## config.mk

```make
export PLATFORM = sky130hd
export DESIGN_NAME = operand_path_top
export DESIGN_NICKNAME = d
export VERILOG_FILES = /design/src/verilog/fwd_pkg.sv /design/src/verilog/operand_path_top.sv /design/src/verilog/operand_fetch.sv /design/src/verilog/exec_alu.sv /design/src/verilog/pipe_reg.sv /design/src/verilog/forwarding.sv /design/src/verilog/reg_file.sv
export SDC_FILE = /design/constraint.sdc
export NUM_CORES = 2
export LEC_CHECK = 0
export BUFFER_PORTS_ARGS = -buffer_cell sky130_fd_sc_hd__buf_2
export CAP_MARGIN = 20
export CORE_ASPECT_RATIO = 0.75
export CORE_MARGIN = 1
export CORE_UTILIZATION = 45
export CTS_CLUSTER_DIAMETER = 200
export DETAILED_ROUTE_END_ITERATION = 6
export PLACE_DENSITY = 0.61
export SLEW_MARGIN = 20
export SYNTH_ARGS = -nofsm -noshare
export SYNTH_HDL_FRONTEND = slang
export SYNTH_HIERARCHICAL = 1
export SYNTH_SLANG_ARGS = --single-unit
```

## constraint.sdc

```tcl
create_clock -name clk -period 4.15 [get_ports clk]
set_input_delay 1.0375 -clock clk [delete_from_list [all_inputs] [get_ports clk]]
set_output_delay 1.0375 -clock clk [all_outputs]
set_load 0.01 [all_outputs]
```

## src/verilog/fwd_pkg.sv

```systemverilog
package fwd_pkg;

    localparam int XLEN           = 32;
    localparam int REG_ADDR_WIDTH = 5;
    localparam int NUM_REGS       = 32;

    // operand source, in falling priority EX > LS > WB > RF
    typedef enum logic [1:0] {
        SEL_RF = 2'd0,      // register file array
        SEL_EX = 2'd1,      // one instruction older
        SEL_LS = 2'd2,      // two older
        SEL_WB = 2'd3       // held last written value
    } fwd_sel_t;

    typedef enum logic [2:0] {
        ALU_ADD   = 3'd0,
        ALU_SUB   = 3'd1,
        ALU_AND   = 3'd2,
        ALU_OR    = 3'd3,
        ALU_XOR   = 3'd4,
        ALU_PASSB = 3'd5
    } alu_op_t;

    // 73 bits
    typedef struct packed {
        logic                      wben;    // doubles as stage valid
        logic [REG_ADDR_WIDTH-1:0] rd;
        alu_op_t                   op;
        logic [XLEN-1:0]           a;
        logic [XLEN-1:0]           b;
    } ex_stage_t;

    // 38 bits
    typedef struct packed {
        logic                      wben;
        logic [REG_ADDR_WIDTH-1:0] rd;
        logic [XLEN-1:0]           data;
    } res_stage_t;

endpackage
```

## src/verilog/operand_path_top.sv

```systemverilog
`timescale 1ns/1ps

module operand_path_top (
    input  logic                               clk,
    input  logic                               rst_n,
    input  logic                               stall_n,
    input  logic                               issue_wben,
    input  fwd_pkg::alu_op_t                   issue_op,
    input  logic [fwd_pkg::REG_ADDR_WIDTH-1:0] issue_rd,
    input  logic [fwd_pkg::REG_ADDR_WIDTH-1:0] issue_rs1,
    input  logic [fwd_pkg::REG_ADDR_WIDTH-1:0] issue_rs2,
    input  logic [fwd_pkg::XLEN-1:0]           issue_imm,
    input  logic                               issue_use_imm,
    output logic                               commit_valid,
    output logic [fwd_pkg::REG_ADDR_WIDTH-1:0] commit_rd,
    output logic [fwd_pkg::XLEN-1:0]           commit_data
);
    import fwd_pkg::*;

    ex_stage_t  ex_next;
    ex_stage_t  ex_q;
    res_stage_t alu_res;
    res_stage_t ls_q;
    res_stage_t wb_q;

    // EX source is the ALU output of the instruction one ahead of decode,
    // LS source is the memory-slot register, which also feeds the write port
    operand_fetch u_operand_fetch (
        .clk           (clk),
        .rst_n         (rst_n),
        .stall_n       (stall_n),
        .issue_wben    (issue_wben),
        .issue_op      (issue_op),
        .issue_rd      (issue_rd),
        .issue_rs1     (issue_rs1),
        .issue_rs2     (issue_rs2),
        .issue_imm     (issue_imm),
        .issue_use_imm (issue_use_imm),
        .ex_wben       (alu_res.wben),
        .ex_rd         (alu_res.rd),
        .ex_data       (alu_res.data),
        .ls_wben       (ls_q.wben),
        .ls_rd         (ls_q.rd),
        .ls_data       (ls_q.data),
        .fetch_out     (ex_next)
    );

    pipe_reg #(.payload_t(ex_stage_t)) u_ex_reg (
        .clk   (clk),
        .rst_n (rst_n),
        .en    (stall_n),
        .d     (ex_next),
        .q     (ex_q)
    );

    exec_alu u_exec_alu (
        .ex_in   (ex_q),
        .res_out (alu_res)
    );

    pipe_reg #(.payload_t(res_stage_t)) u_ls_reg (
        .clk   (clk),
        .rst_n (rst_n),
        .en    (stall_n),
        .d     (alu_res),
        .q     (ls_q)
    );

    pipe_reg #(.payload_t(res_stage_t)) u_wb_reg (
        .clk   (clk),
        .rst_n (rst_n),
        .en    (stall_n),
        .d     (ls_q),
        .q     (wb_q)
    );

    assign commit_valid = wb_q.wben;    // repeats while stalled
    assign commit_rd    = wb_q.rd;
    assign commit_data  = wb_q.data;

endmodule

```

## src/verilog/operand_fetch.sv

```systemverilog
`timescale 1ns/1ps

module operand_fetch (
    input  logic                               clk,
    input  logic                               rst_n,
    input  logic                               stall_n,
    input  logic                               issue_wben,
    input  fwd_pkg::alu_op_t                   issue_op,
    input  logic [fwd_pkg::REG_ADDR_WIDTH-1:0] issue_rd,
    input  logic [fwd_pkg::REG_ADDR_WIDTH-1:0] issue_rs1,
    input  logic [fwd_pkg::REG_ADDR_WIDTH-1:0] issue_rs2,
    input  logic [fwd_pkg::XLEN-1:0]           issue_imm,
    input  logic                               issue_use_imm,
    input  logic                               ex_wben,
    input  logic [fwd_pkg::REG_ADDR_WIDTH-1:0] ex_rd,
    input  logic [fwd_pkg::XLEN-1:0]           ex_data,
    input  logic                               ls_wben,
    input  logic [fwd_pkg::REG_ADDR_WIDTH-1:0] ls_rd,
    input  logic [fwd_pkg::XLEN-1:0]           ls_data,
    output fwd_pkg::ex_stage_t                 fetch_out
);
    import fwd_pkg::*;

    logic                      dec_wben;
    alu_op_t                   dec_op;
    logic [REG_ADDR_WIDTH-1:0] dec_rd;
    logic [REG_ADDR_WIDTH-1:0] dec_rs1;
    logic [REG_ADDR_WIDTH-1:0] dec_rs2;
    logic [XLEN-1:0]           dec_imm;
    logic                      dec_use_imm;
    logic [XLEN-1:0]           rf_rs1;
    logic [XLEN-1:0]           rf_rs2;
    logic [XLEN-1:0]           held_data;
    logic [XLEN-1:0]           rs1_val;
    logic [XLEN-1:0]           rs2_val;
    fwd_sel_t                  rs1_sel;
    fwd_sel_t                  rs2_sel;

    // decode register, the issue sampling point
    always_ff @(posedge clk or negedge rst_n) begin
        if (!rst_n) begin
            dec_wben    <= 1'b0;
            dec_op      <= ALU_ADD;
            dec_rd      <= '0;
            dec_rs1     <= '0;
            dec_rs2     <= '0;
            dec_imm     <= '0;
            dec_use_imm <= 1'b0;
        end else if (stall_n) begin
            dec_wben    <= issue_wben;
            dec_op      <= issue_op;
            dec_rd      <= issue_rd;
            dec_rs1     <= issue_rs1;
            dec_rs2     <= issue_rs2;
            dec_imm     <= issue_imm;
            dec_use_imm <= issue_use_imm;
        end
    end

    reg_file u_reg_file (
        .clk      (clk),
        .rst_n    (rst_n),
        .rs1_idx  (dec_rs1),
        .rs2_idx  (dec_rs2),
        .wr_en    (ls_wben),
        .wr_idx   (ls_rd),
        .wr_data  (ls_data),
        .stall_n  (stall_n),
        .rs1_data (rf_rs1),
        .rs2_data (rf_rs2)
    );

    forwarding u_forwarding (
        .clk       (clk),
        .rst_n     (rst_n),
        .rs1_idx   (dec_rs1),
        .rs2_idx   (dec_rs2),
        .ex_rd     (ex_rd),
        .ls_rd     (ls_rd),
        .ex_wben   (ex_wben),
        .ls_wben   (ls_wben),
        .wb_data_i (ls_data),
        .stall_n   (stall_n),
        .rs1_sel   (rs1_sel),
        .rs2_sel   (rs2_sel),
        .wb_data_o (held_data)
    );

    function automatic logic [XLEN-1:0] pick(input fwd_sel_t sel, input logic [XLEN-1:0] rf,
                                             input logic [XLEN-1:0] held);
        case (sel)
            SEL_EX:  return ex_data;
            SEL_LS:  return ls_data;
            SEL_WB:  return held;
            default: return rf;
        endcase
    endfunction

    assign rs1_val = pick(rs1_sel, rf_rs1, held_data);
    assign rs2_val = pick(rs2_sel, rf_rs2, held_data);

    always_comb begin
        fetch_out.wben = dec_wben;
        fetch_out.rd   = dec_rd;
        fetch_out.op   = dec_op;
        fetch_out.a    = rs1_val;
        fetch_out.b    = dec_use_imm ? dec_imm : rs2_val;   // immediate replaces rs2
    end

endmodule

```

## src/verilog/exec_alu.sv

```systemverilog
`timescale 1ns/1ps

module exec_alu (
    input  fwd_pkg::ex_stage_t  ex_in,
    output fwd_pkg::res_stage_t res_out
);
    import fwd_pkg::*;

    logic [XLEN-1:0] result;

    always_comb begin
        case (ex_in.op)
            ALU_ADD:   result = ex_in.a + ex_in.b;     // wraps
            ALU_SUB:   result = ex_in.a - ex_in.b;
            ALU_AND:   result = ex_in.a & ex_in.b;
            ALU_OR:    result = ex_in.a | ex_in.b;
            ALU_XOR:   result = ex_in.a ^ ex_in.b;
            ALU_PASSB: result = ex_in.b;
            default:   result = '0;
        endcase
    end

    always_comb begin
        res_out.wben = ex_in.wben;
        res_out.rd   = ex_in.rd;
        res_out.data = result;
    end

endmodule

```

## src/verilog/pipe_reg.sv

```systemverilog
`timescale 1ns/1ps

module pipe_reg #(
    parameter type payload_t = logic [7:0]
) (
    input  logic     clk,
    input  logic     rst_n,
    input  logic     en,
    input  payload_t d,
    output payload_t q
);

    always_ff @(posedge clk or negedge rst_n) begin
        if (!rst_n) begin
            q <= '0;        // clears wben as well
        end else if (en) begin
            q <= d;
        end
    end

    a_hold_when_disabled: assert property (@(posedge clk) disable iff (!rst_n)
        !en |=> $stable(q));

endmodule

```

## src/verilog/forwarding.sv

```systemverilog
`timescale 1ns/1ps

module forwarding (
    input  logic                               clk,
    input  logic                               rst_n,
    input  logic [fwd_pkg::REG_ADDR_WIDTH-1:0] rs1_idx,
    input  logic [fwd_pkg::REG_ADDR_WIDTH-1:0] rs2_idx,
    input  logic [fwd_pkg::REG_ADDR_WIDTH-1:0] ex_rd,
    input  logic [fwd_pkg::REG_ADDR_WIDTH-1:0] ls_rd,
    input  logic                               ex_wben,
    input  logic                               ls_wben,
    input  logic [fwd_pkg::XLEN-1:0]           wb_data_i,
    input  logic                               stall_n,
    output fwd_pkg::fwd_sel_t                  rs1_sel,
    output fwd_pkg::fwd_sel_t                  rs2_sel,
    output logic [fwd_pkg::XLEN-1:0]           wb_data_o
);
    import fwd_pkg::*;

    logic                      held_valid;
    logic [REG_ADDR_WIDTH-1:0] held_idx;
    logic [XLEN-1:0]           held_data;
    logic                      rs1_ex_fw;
    logic                      rs1_ls_fw;
    logic                      rs1_wb_fw;
    logic                      rs2_ex_fw;
    logic                      rs2_ls_fw;
    logic                      rs2_wb_fw;

    // copy of the value going into the register file staging slot
    always_ff @(posedge clk or negedge rst_n) begin
        if (!rst_n) begin
            held_valid <= 1'b0;
            held_idx   <= '0;
        end else if (ls_wben && stall_n) begin
            held_valid <= 1'b1;
            held_idx   <= ls_rd;
        end
    end

    always_ff @(posedge clk) begin
        if (ls_wben && stall_n) begin
            held_data <= wb_data_i;
        end
    end

    assign wb_data_o = held_data;

    function automatic fwd_sel_t resolve(input logic ex_hit, input logic ls_hit,
                                         input logic wb_hit);
        if (ex_hit) begin
            return SEL_EX;      // youngest producer first
        end else if (ls_hit) begin
            return SEL_LS;
        end else if (wb_hit) begin
            return SEL_WB;
        end
        return SEL_RF;
    endfunction

    assign rs1_ex_fw = ex_wben && (ex_rd == rs1_idx) && (|ex_rd);
    assign rs1_ls_fw = ls_wben && (ls_rd == rs1_idx) && (|ls_rd);
    assign rs1_wb_fw = held_valid && (held_idx == rs1_idx) && (|held_idx);

    assign rs2_ex_fw = ex_wben && (ex_rd == rs2_idx) && (|ex_rd);
    assign rs2_ls_fw = ls_wben && (ls_rd == rs2_idx) && (|ls_rd);
    assign rs2_wb_fw = held_valid && (held_idx == rs2_idx) && (|held_idx);

    assign rs1_sel = resolve(rs1_ex_fw, rs1_ls_fw, rs1_wb_fw);
    assign rs2_sel = resolve(rs2_ex_fw, rs2_ls_fw, rs2_wb_fw);

    a_rs1_x0_rf: assert property (@(posedge clk) disable iff (!rst_n)
        (rs1_idx == '0) |-> (rs1_sel == SEL_RF));
    a_rs2_x0_rf: assert property (@(posedge clk) disable iff (!rst_n)
        (rs2_idx == '0) |-> (rs2_sel == SEL_RF));

endmodule

```

## src/verilog/reg_file.sv

```systemverilog
`timescale 1ns/1ps

module reg_file (
    input  logic                               clk,
    input  logic                               rst_n,
    input  logic [fwd_pkg::REG_ADDR_WIDTH-1:0] rs1_idx,
    input  logic [fwd_pkg::REG_ADDR_WIDTH-1:0] rs2_idx,
    input  logic                               wr_en,
    input  logic [fwd_pkg::REG_ADDR_WIDTH-1:0] wr_idx,
    input  logic [fwd_pkg::XLEN-1:0]           wr_data,
    input  logic                               stall_n,
    output logic [fwd_pkg::XLEN-1:0]           rs1_data,
    output logic [fwd_pkg::XLEN-1:0]           rs2_data
);
    import fwd_pkg::*;

    logic [XLEN-1:0]           mem [NUM_REGS];
    logic                      stage_en;
    logic [REG_ADDR_WIDTH-1:0] stage_idx;
    logic [XLEN-1:0]           stage_data;

    always_ff @(posedge clk or negedge rst_n) begin
        if (!rst_n) begin
            stage_en <= 1'b0;
        end else if (stall_n) begin
            stage_en <= wr_en && (wr_idx != '0);   // x0 writes dropped here
        end
    end

    always_ff @(posedge clk) begin
        if (stall_n) begin
            stage_idx  <= wr_idx;
            stage_data <= wr_data;
        end
    end

    // staged write lands one edge after capture
    always_ff @(posedge clk or negedge rst_n) begin
        if (!rst_n) begin
            for (int i = 0; i < NUM_REGS; i++) begin
                mem[i] <= '0;
            end
        end else if (stall_n && stage_en) begin
            mem[stage_idx] <= stage_data;
        end
    end

    assign rs1_data = mem[rs1_idx];     // entry 0 never written
    assign rs2_data = mem[rs2_idx];

    a_x0_reads_zero: assert property (@(posedge clk) disable iff (!rst_n)
        ((rs1_idx == '0) |-> (rs1_data == '0)) and ((rs2_idx == '0) |-> (rs2_data == '0)));

endmodule

```

==> results.txt <==
- Number of buffers added on ports: 92
* Data required time of the worst path: around 4.8 ns
- The number of antenna violations at the first check in global routing came to 7.
- Synth warnings: 6
- H-tree levels: 4
* Top fanout value on the critical path: 5
- Largest stage delay on the critical path: approximately 0.61 ns
* Worst IR Drop VDD: 459 µV
- Gr usage total: 29.7%
- For this design the ratio of total power to cell area is around 580 nW/µm².
- Final slew viol count: 0
- The flow ran to the end, but the final reports show violations.
* Number of cells produced by synthesis: 6044
* Delay-heaviest family, CP: simple AND/OR/NAND/NOR gates
- The tree is rooted in a clkbuf_16.
- Post-layout min period: 4.60 ns
- For this run, the leading register cell type out of synthesis is dfrtp_1.
- Routed wire per std cell: between 20 and 30 µm
- TritonCTS created 133 clock buffers.
- At the later pin of the worst-skew pair, clock insertion delay measures 0.79 ns.
* Arr. time, crit path: roughly 5.3 ns
- Aggregate routed wire length: 246000 µm
- Buffers inserted to repair hold after CTS numbered 0.
- For this run, the detailed router's first-pass iteration total came to 5.
- After synthesis, the share of flip-flops with an asynchronous set or reset is 94.7%.
- In this run the cell area of the synthesized design comes to 73100 µm².
* Final-report hold violation count: 0
- After synthesis, the mean cell area works out to roughly 12 µm².
- Detailed placement ended at an HPWL of around 150000 µm.
- TritonCTS built the clock tree.
- Ranked by instance count, the synthesized netlist is headed by 1232 x dfrtp_1, 1067 x mux2_2, 1058 x mux2i_1.
- Worst Path Buf+Inv: 0
- Critical path capture point type: register
* X dimension of the die: ~470 µm
* Tcrit/Tclk final: 111%
* Library cell appearing most often on the critical path: a21oi_2
* DRC: 0
* Largest net degree at the start of global routing: 130
- Setup violators final: 34
- CP Class: reg -> reg
* Critical-path cell list: or4_4 -> nor3_4 -> nand2_2 -> or3_4 -> or2_1 -> o21ai_2 -> xnor2_1 -> ha_2 -> a21oi_2 -> nor2b_1 -> o21ai_1 -> nand2b_1 -> a21oi_2 -> o221a_2 -> xnor2_2 -> o211ai_1 -> mux4_2 -> mux2_4
- Final antenna-violating net count: 0
* Nets in the synthesized netlist: 6196
- In the final layout, flip-flops and latches occupy 32900 µm².
- The die covers 164000 µm².
- Worst hold path type: in -> async
- The floorplan has 127 rows.
- Share of cells above drive strength 1: between 30% and 40%
* Via count of the first global-routing pass: between 50000 and 60000
- Cell type contributing the most total cell area after synthesis: dfrtp_1
- Ratio of routed vias to standard cells: 6.25
* Final instance area: slightly above 80000 µm²
- Leakage component of the power: 0.0395 µW
- Number of flops mapped to enable cells by yosys: 69
* Ports: 93
- Yosys instantiated no cell more often than dfrtp_1.
- Core ar.: 160000 µm²
- For this block, the via count after detailed routing is around 53000.
* Accumulated negative setup slack: -7.97 ns
* # nets final: 6343
- Setup slack after layout: -0.455 ns
- Die Y-Extent: 351 µm
- Share of the synthesized area in the top cell type: 42.2%
- Wire length of the first global-routing pass: between 300000 and 400000 µm
- For this configuration, the core starts out at a cell density of 45.5%.
* Sequential area share after synthesis: a little under half
* Kind of start point of the critical path: register
- The clock drives 1301 sinks.
- Placed instance area: ~80000 µm²
- Violated checks: negative setup slack
- Slew margin rel.: 23.2%
* Slowest library cell on the worst path: or4_4
* Number of library cell types mapped by synthesis: 76
* Clock-pin slew of the registers on the worst-case setup and hold paths: 0.06 ns
- Summing internal, switching and leakage power gives 48300 µW.
- In the post-synthesis netlist, the biggest area contributors are dfrtp_1 42%, mux2_2 16%, mux2i_1 14%.
- Unrepaired setup endpoints after global routing: yes
* Remaining Overflow, GRT: 0
- Fmax achieved: 0.217 GHz
* Placer congestion estimate: around 0.9
* Initial DRC Count: 4872
- Between clock sinks in the finished design, the worst skew comes to about 0.028 ns.
- Across the run, the number of max-cap violations was 0.
- Worst-Margin Slew: 1.15 ns
- After synthesis the netlist holds a flip-flop and latch count of 1301.
- After filler insertion, the fill cell instance count of the layout stands at around 14000.
- No sink is reached through more buffers than the 3 on the longest clock path.
- Footprint of the multi-input gates: 37600 µm²
* Layout area overhead: 13.8%
power by group:
part | internal (µW) | total, µW | switching (µW) | leakage (µW)
clock network | 6860 | 12200 | 5380 | 0.00216
registers | 16000 | 19400 | 3390 | 0.0171
logic | 8450 | 16600 | 8190 | 0.0202
cells in the final DEF (no fill, tap or decap), types with 48 or more instances in the layout:
cell and instances:
dfrtp_1 1229, mux2_2 1066, mux2i_1 1055, buf_4 354, nand2_1 254, a21oi_1 237, a22oi_1 216, nand3_1 199
clkbuf_16 138, a22o_1 133, mux2_4 111, inv_1 104, ha_1 93, buf_12 91, buf_2 90, a31oi_1 70
nor3_1 69, edfxtp_1 69, xnor2_1 63, nor2_1 54, o21ai_0 48
final timing paths:
kind                                     start                                  end  slack [ns]  depth (start not counted)
worst max-delay path             u_ex_reg/q[5]                       u_ex_reg/q[61]       -0.45                         18
worst min-delay path                     rst_n  u_operand_fetch/u_reg_file/mem[497]        0.16                          1
worst max register to register   u_ex_reg/q[5]                       u_ex_reg/q[61]       -0.45                         18
worst min register to register  u_wb_reg/q[26]                       u_wb_reg/q[26]        0.50                          1
max in group asynchronous                rst_n  u_operand_fetch/u_reg_file/mem[486]        2.75                          3
min in group clk                 issue_imm[13]          u_operand_fetch/dec_imm[13]        0.45                          3
layout make-up:
| type | instances | area share, % |
|---|---|---|
| antenna | 1 | 0.00301 |
| clock buffer | 201 | 4.80 |
| clock inverter | 43 | 0.443 |
| inverter | 105 | 0.474 |
| multi-input combinational | 4099 | 45.3 |
| sequential | 1301 | 39.6 |
| tap | 2128 | 3.20 |
| timing repair buffer | 551 | 6.22 |
routing by layer:
| layer | up-vias | share of wire (%) | wire length (µm) | global-route usage [%] |
|---|---|---|---|---|
| li1 | 22600 | - | - | - |
| met1 | 27600 | 45 | 111000 | 42.8 |
| met2 | 1993 | 43 | 107000 | 43.9 |
| met3 | 522 | 7.1 | 17400 | 5.35 |
| met4 | 4 | 4.2 | 10300 | 11.6 |
| met5 | - | 0.011 | 26 | 0 |
state kept, by name, indices dropped and copies added, names as in the netlist:
register	flops
u_wb_reg/q	38
u_operand_fetch/u_forwarding/held_valid	1
u_operand_fetch/dec_imm	32
u_operand_fetch/u_reg_file/mem	1024
u_operand_fetch/u_forwarding/wb_data_o	32
u_operand_fetch/u_reg_file/stage_en	1
u_operand_fetch/dec_rd	5
u_operand_fetch/u_reg_file/stage_data	32
u_operand_fetch/dec_op	3
u_operand_fetch/dec_rs1	5
u_ls_reg/q	38
u_operand_fetch/dec_rs2	5
u_operand_fetch/u_forwarding/held_idx	5
u_operand_fetch/u_reg_file/stage_idx	5
u_operand_fetch/dec_wben	1
u_ex_reg/q	73
u_operand_fetch/dec_use_imm	1
logic make-up after synthesis:
group	synth area share (%)
xor+xnor	1.03
mux	34.5
fa+ha+maj	1.67
flops	45.0
simple gates	4.88
compound gates	8.48
buf+inv	4.39
per-stage QoR:
| step | hold slack (ns) | setup WS, ns | util [%] | std cells |
|---|---|---|---|---|
| after floorplan | 0.456 | -0.0983 | - | 6044 |
| after global placement | 0.486 | -0.600 | 48.7 | 8157 |
| after detailed placement | 0.491 | -0.621 | 48.7 | 8158 |
| after CTS | 0.152 | -0.402 | 51.5 | 8409 |
| after global routing | 0.169 | -0.623 | 51.8 | 8428 |
| final | 0.165 | -0.455 | 51.8 | 8429 |
repair_timing:
| action | CTS | global route |
|---|---|---|
| pin swaps | 13 | 23 |
| gates resized for setup | 37 | 38 |
| setup endpoints to repair | 48 | 61 |
| buffers inserted | 7 | 8 |
Note: power is estimated with default switching activity, not from simulation.
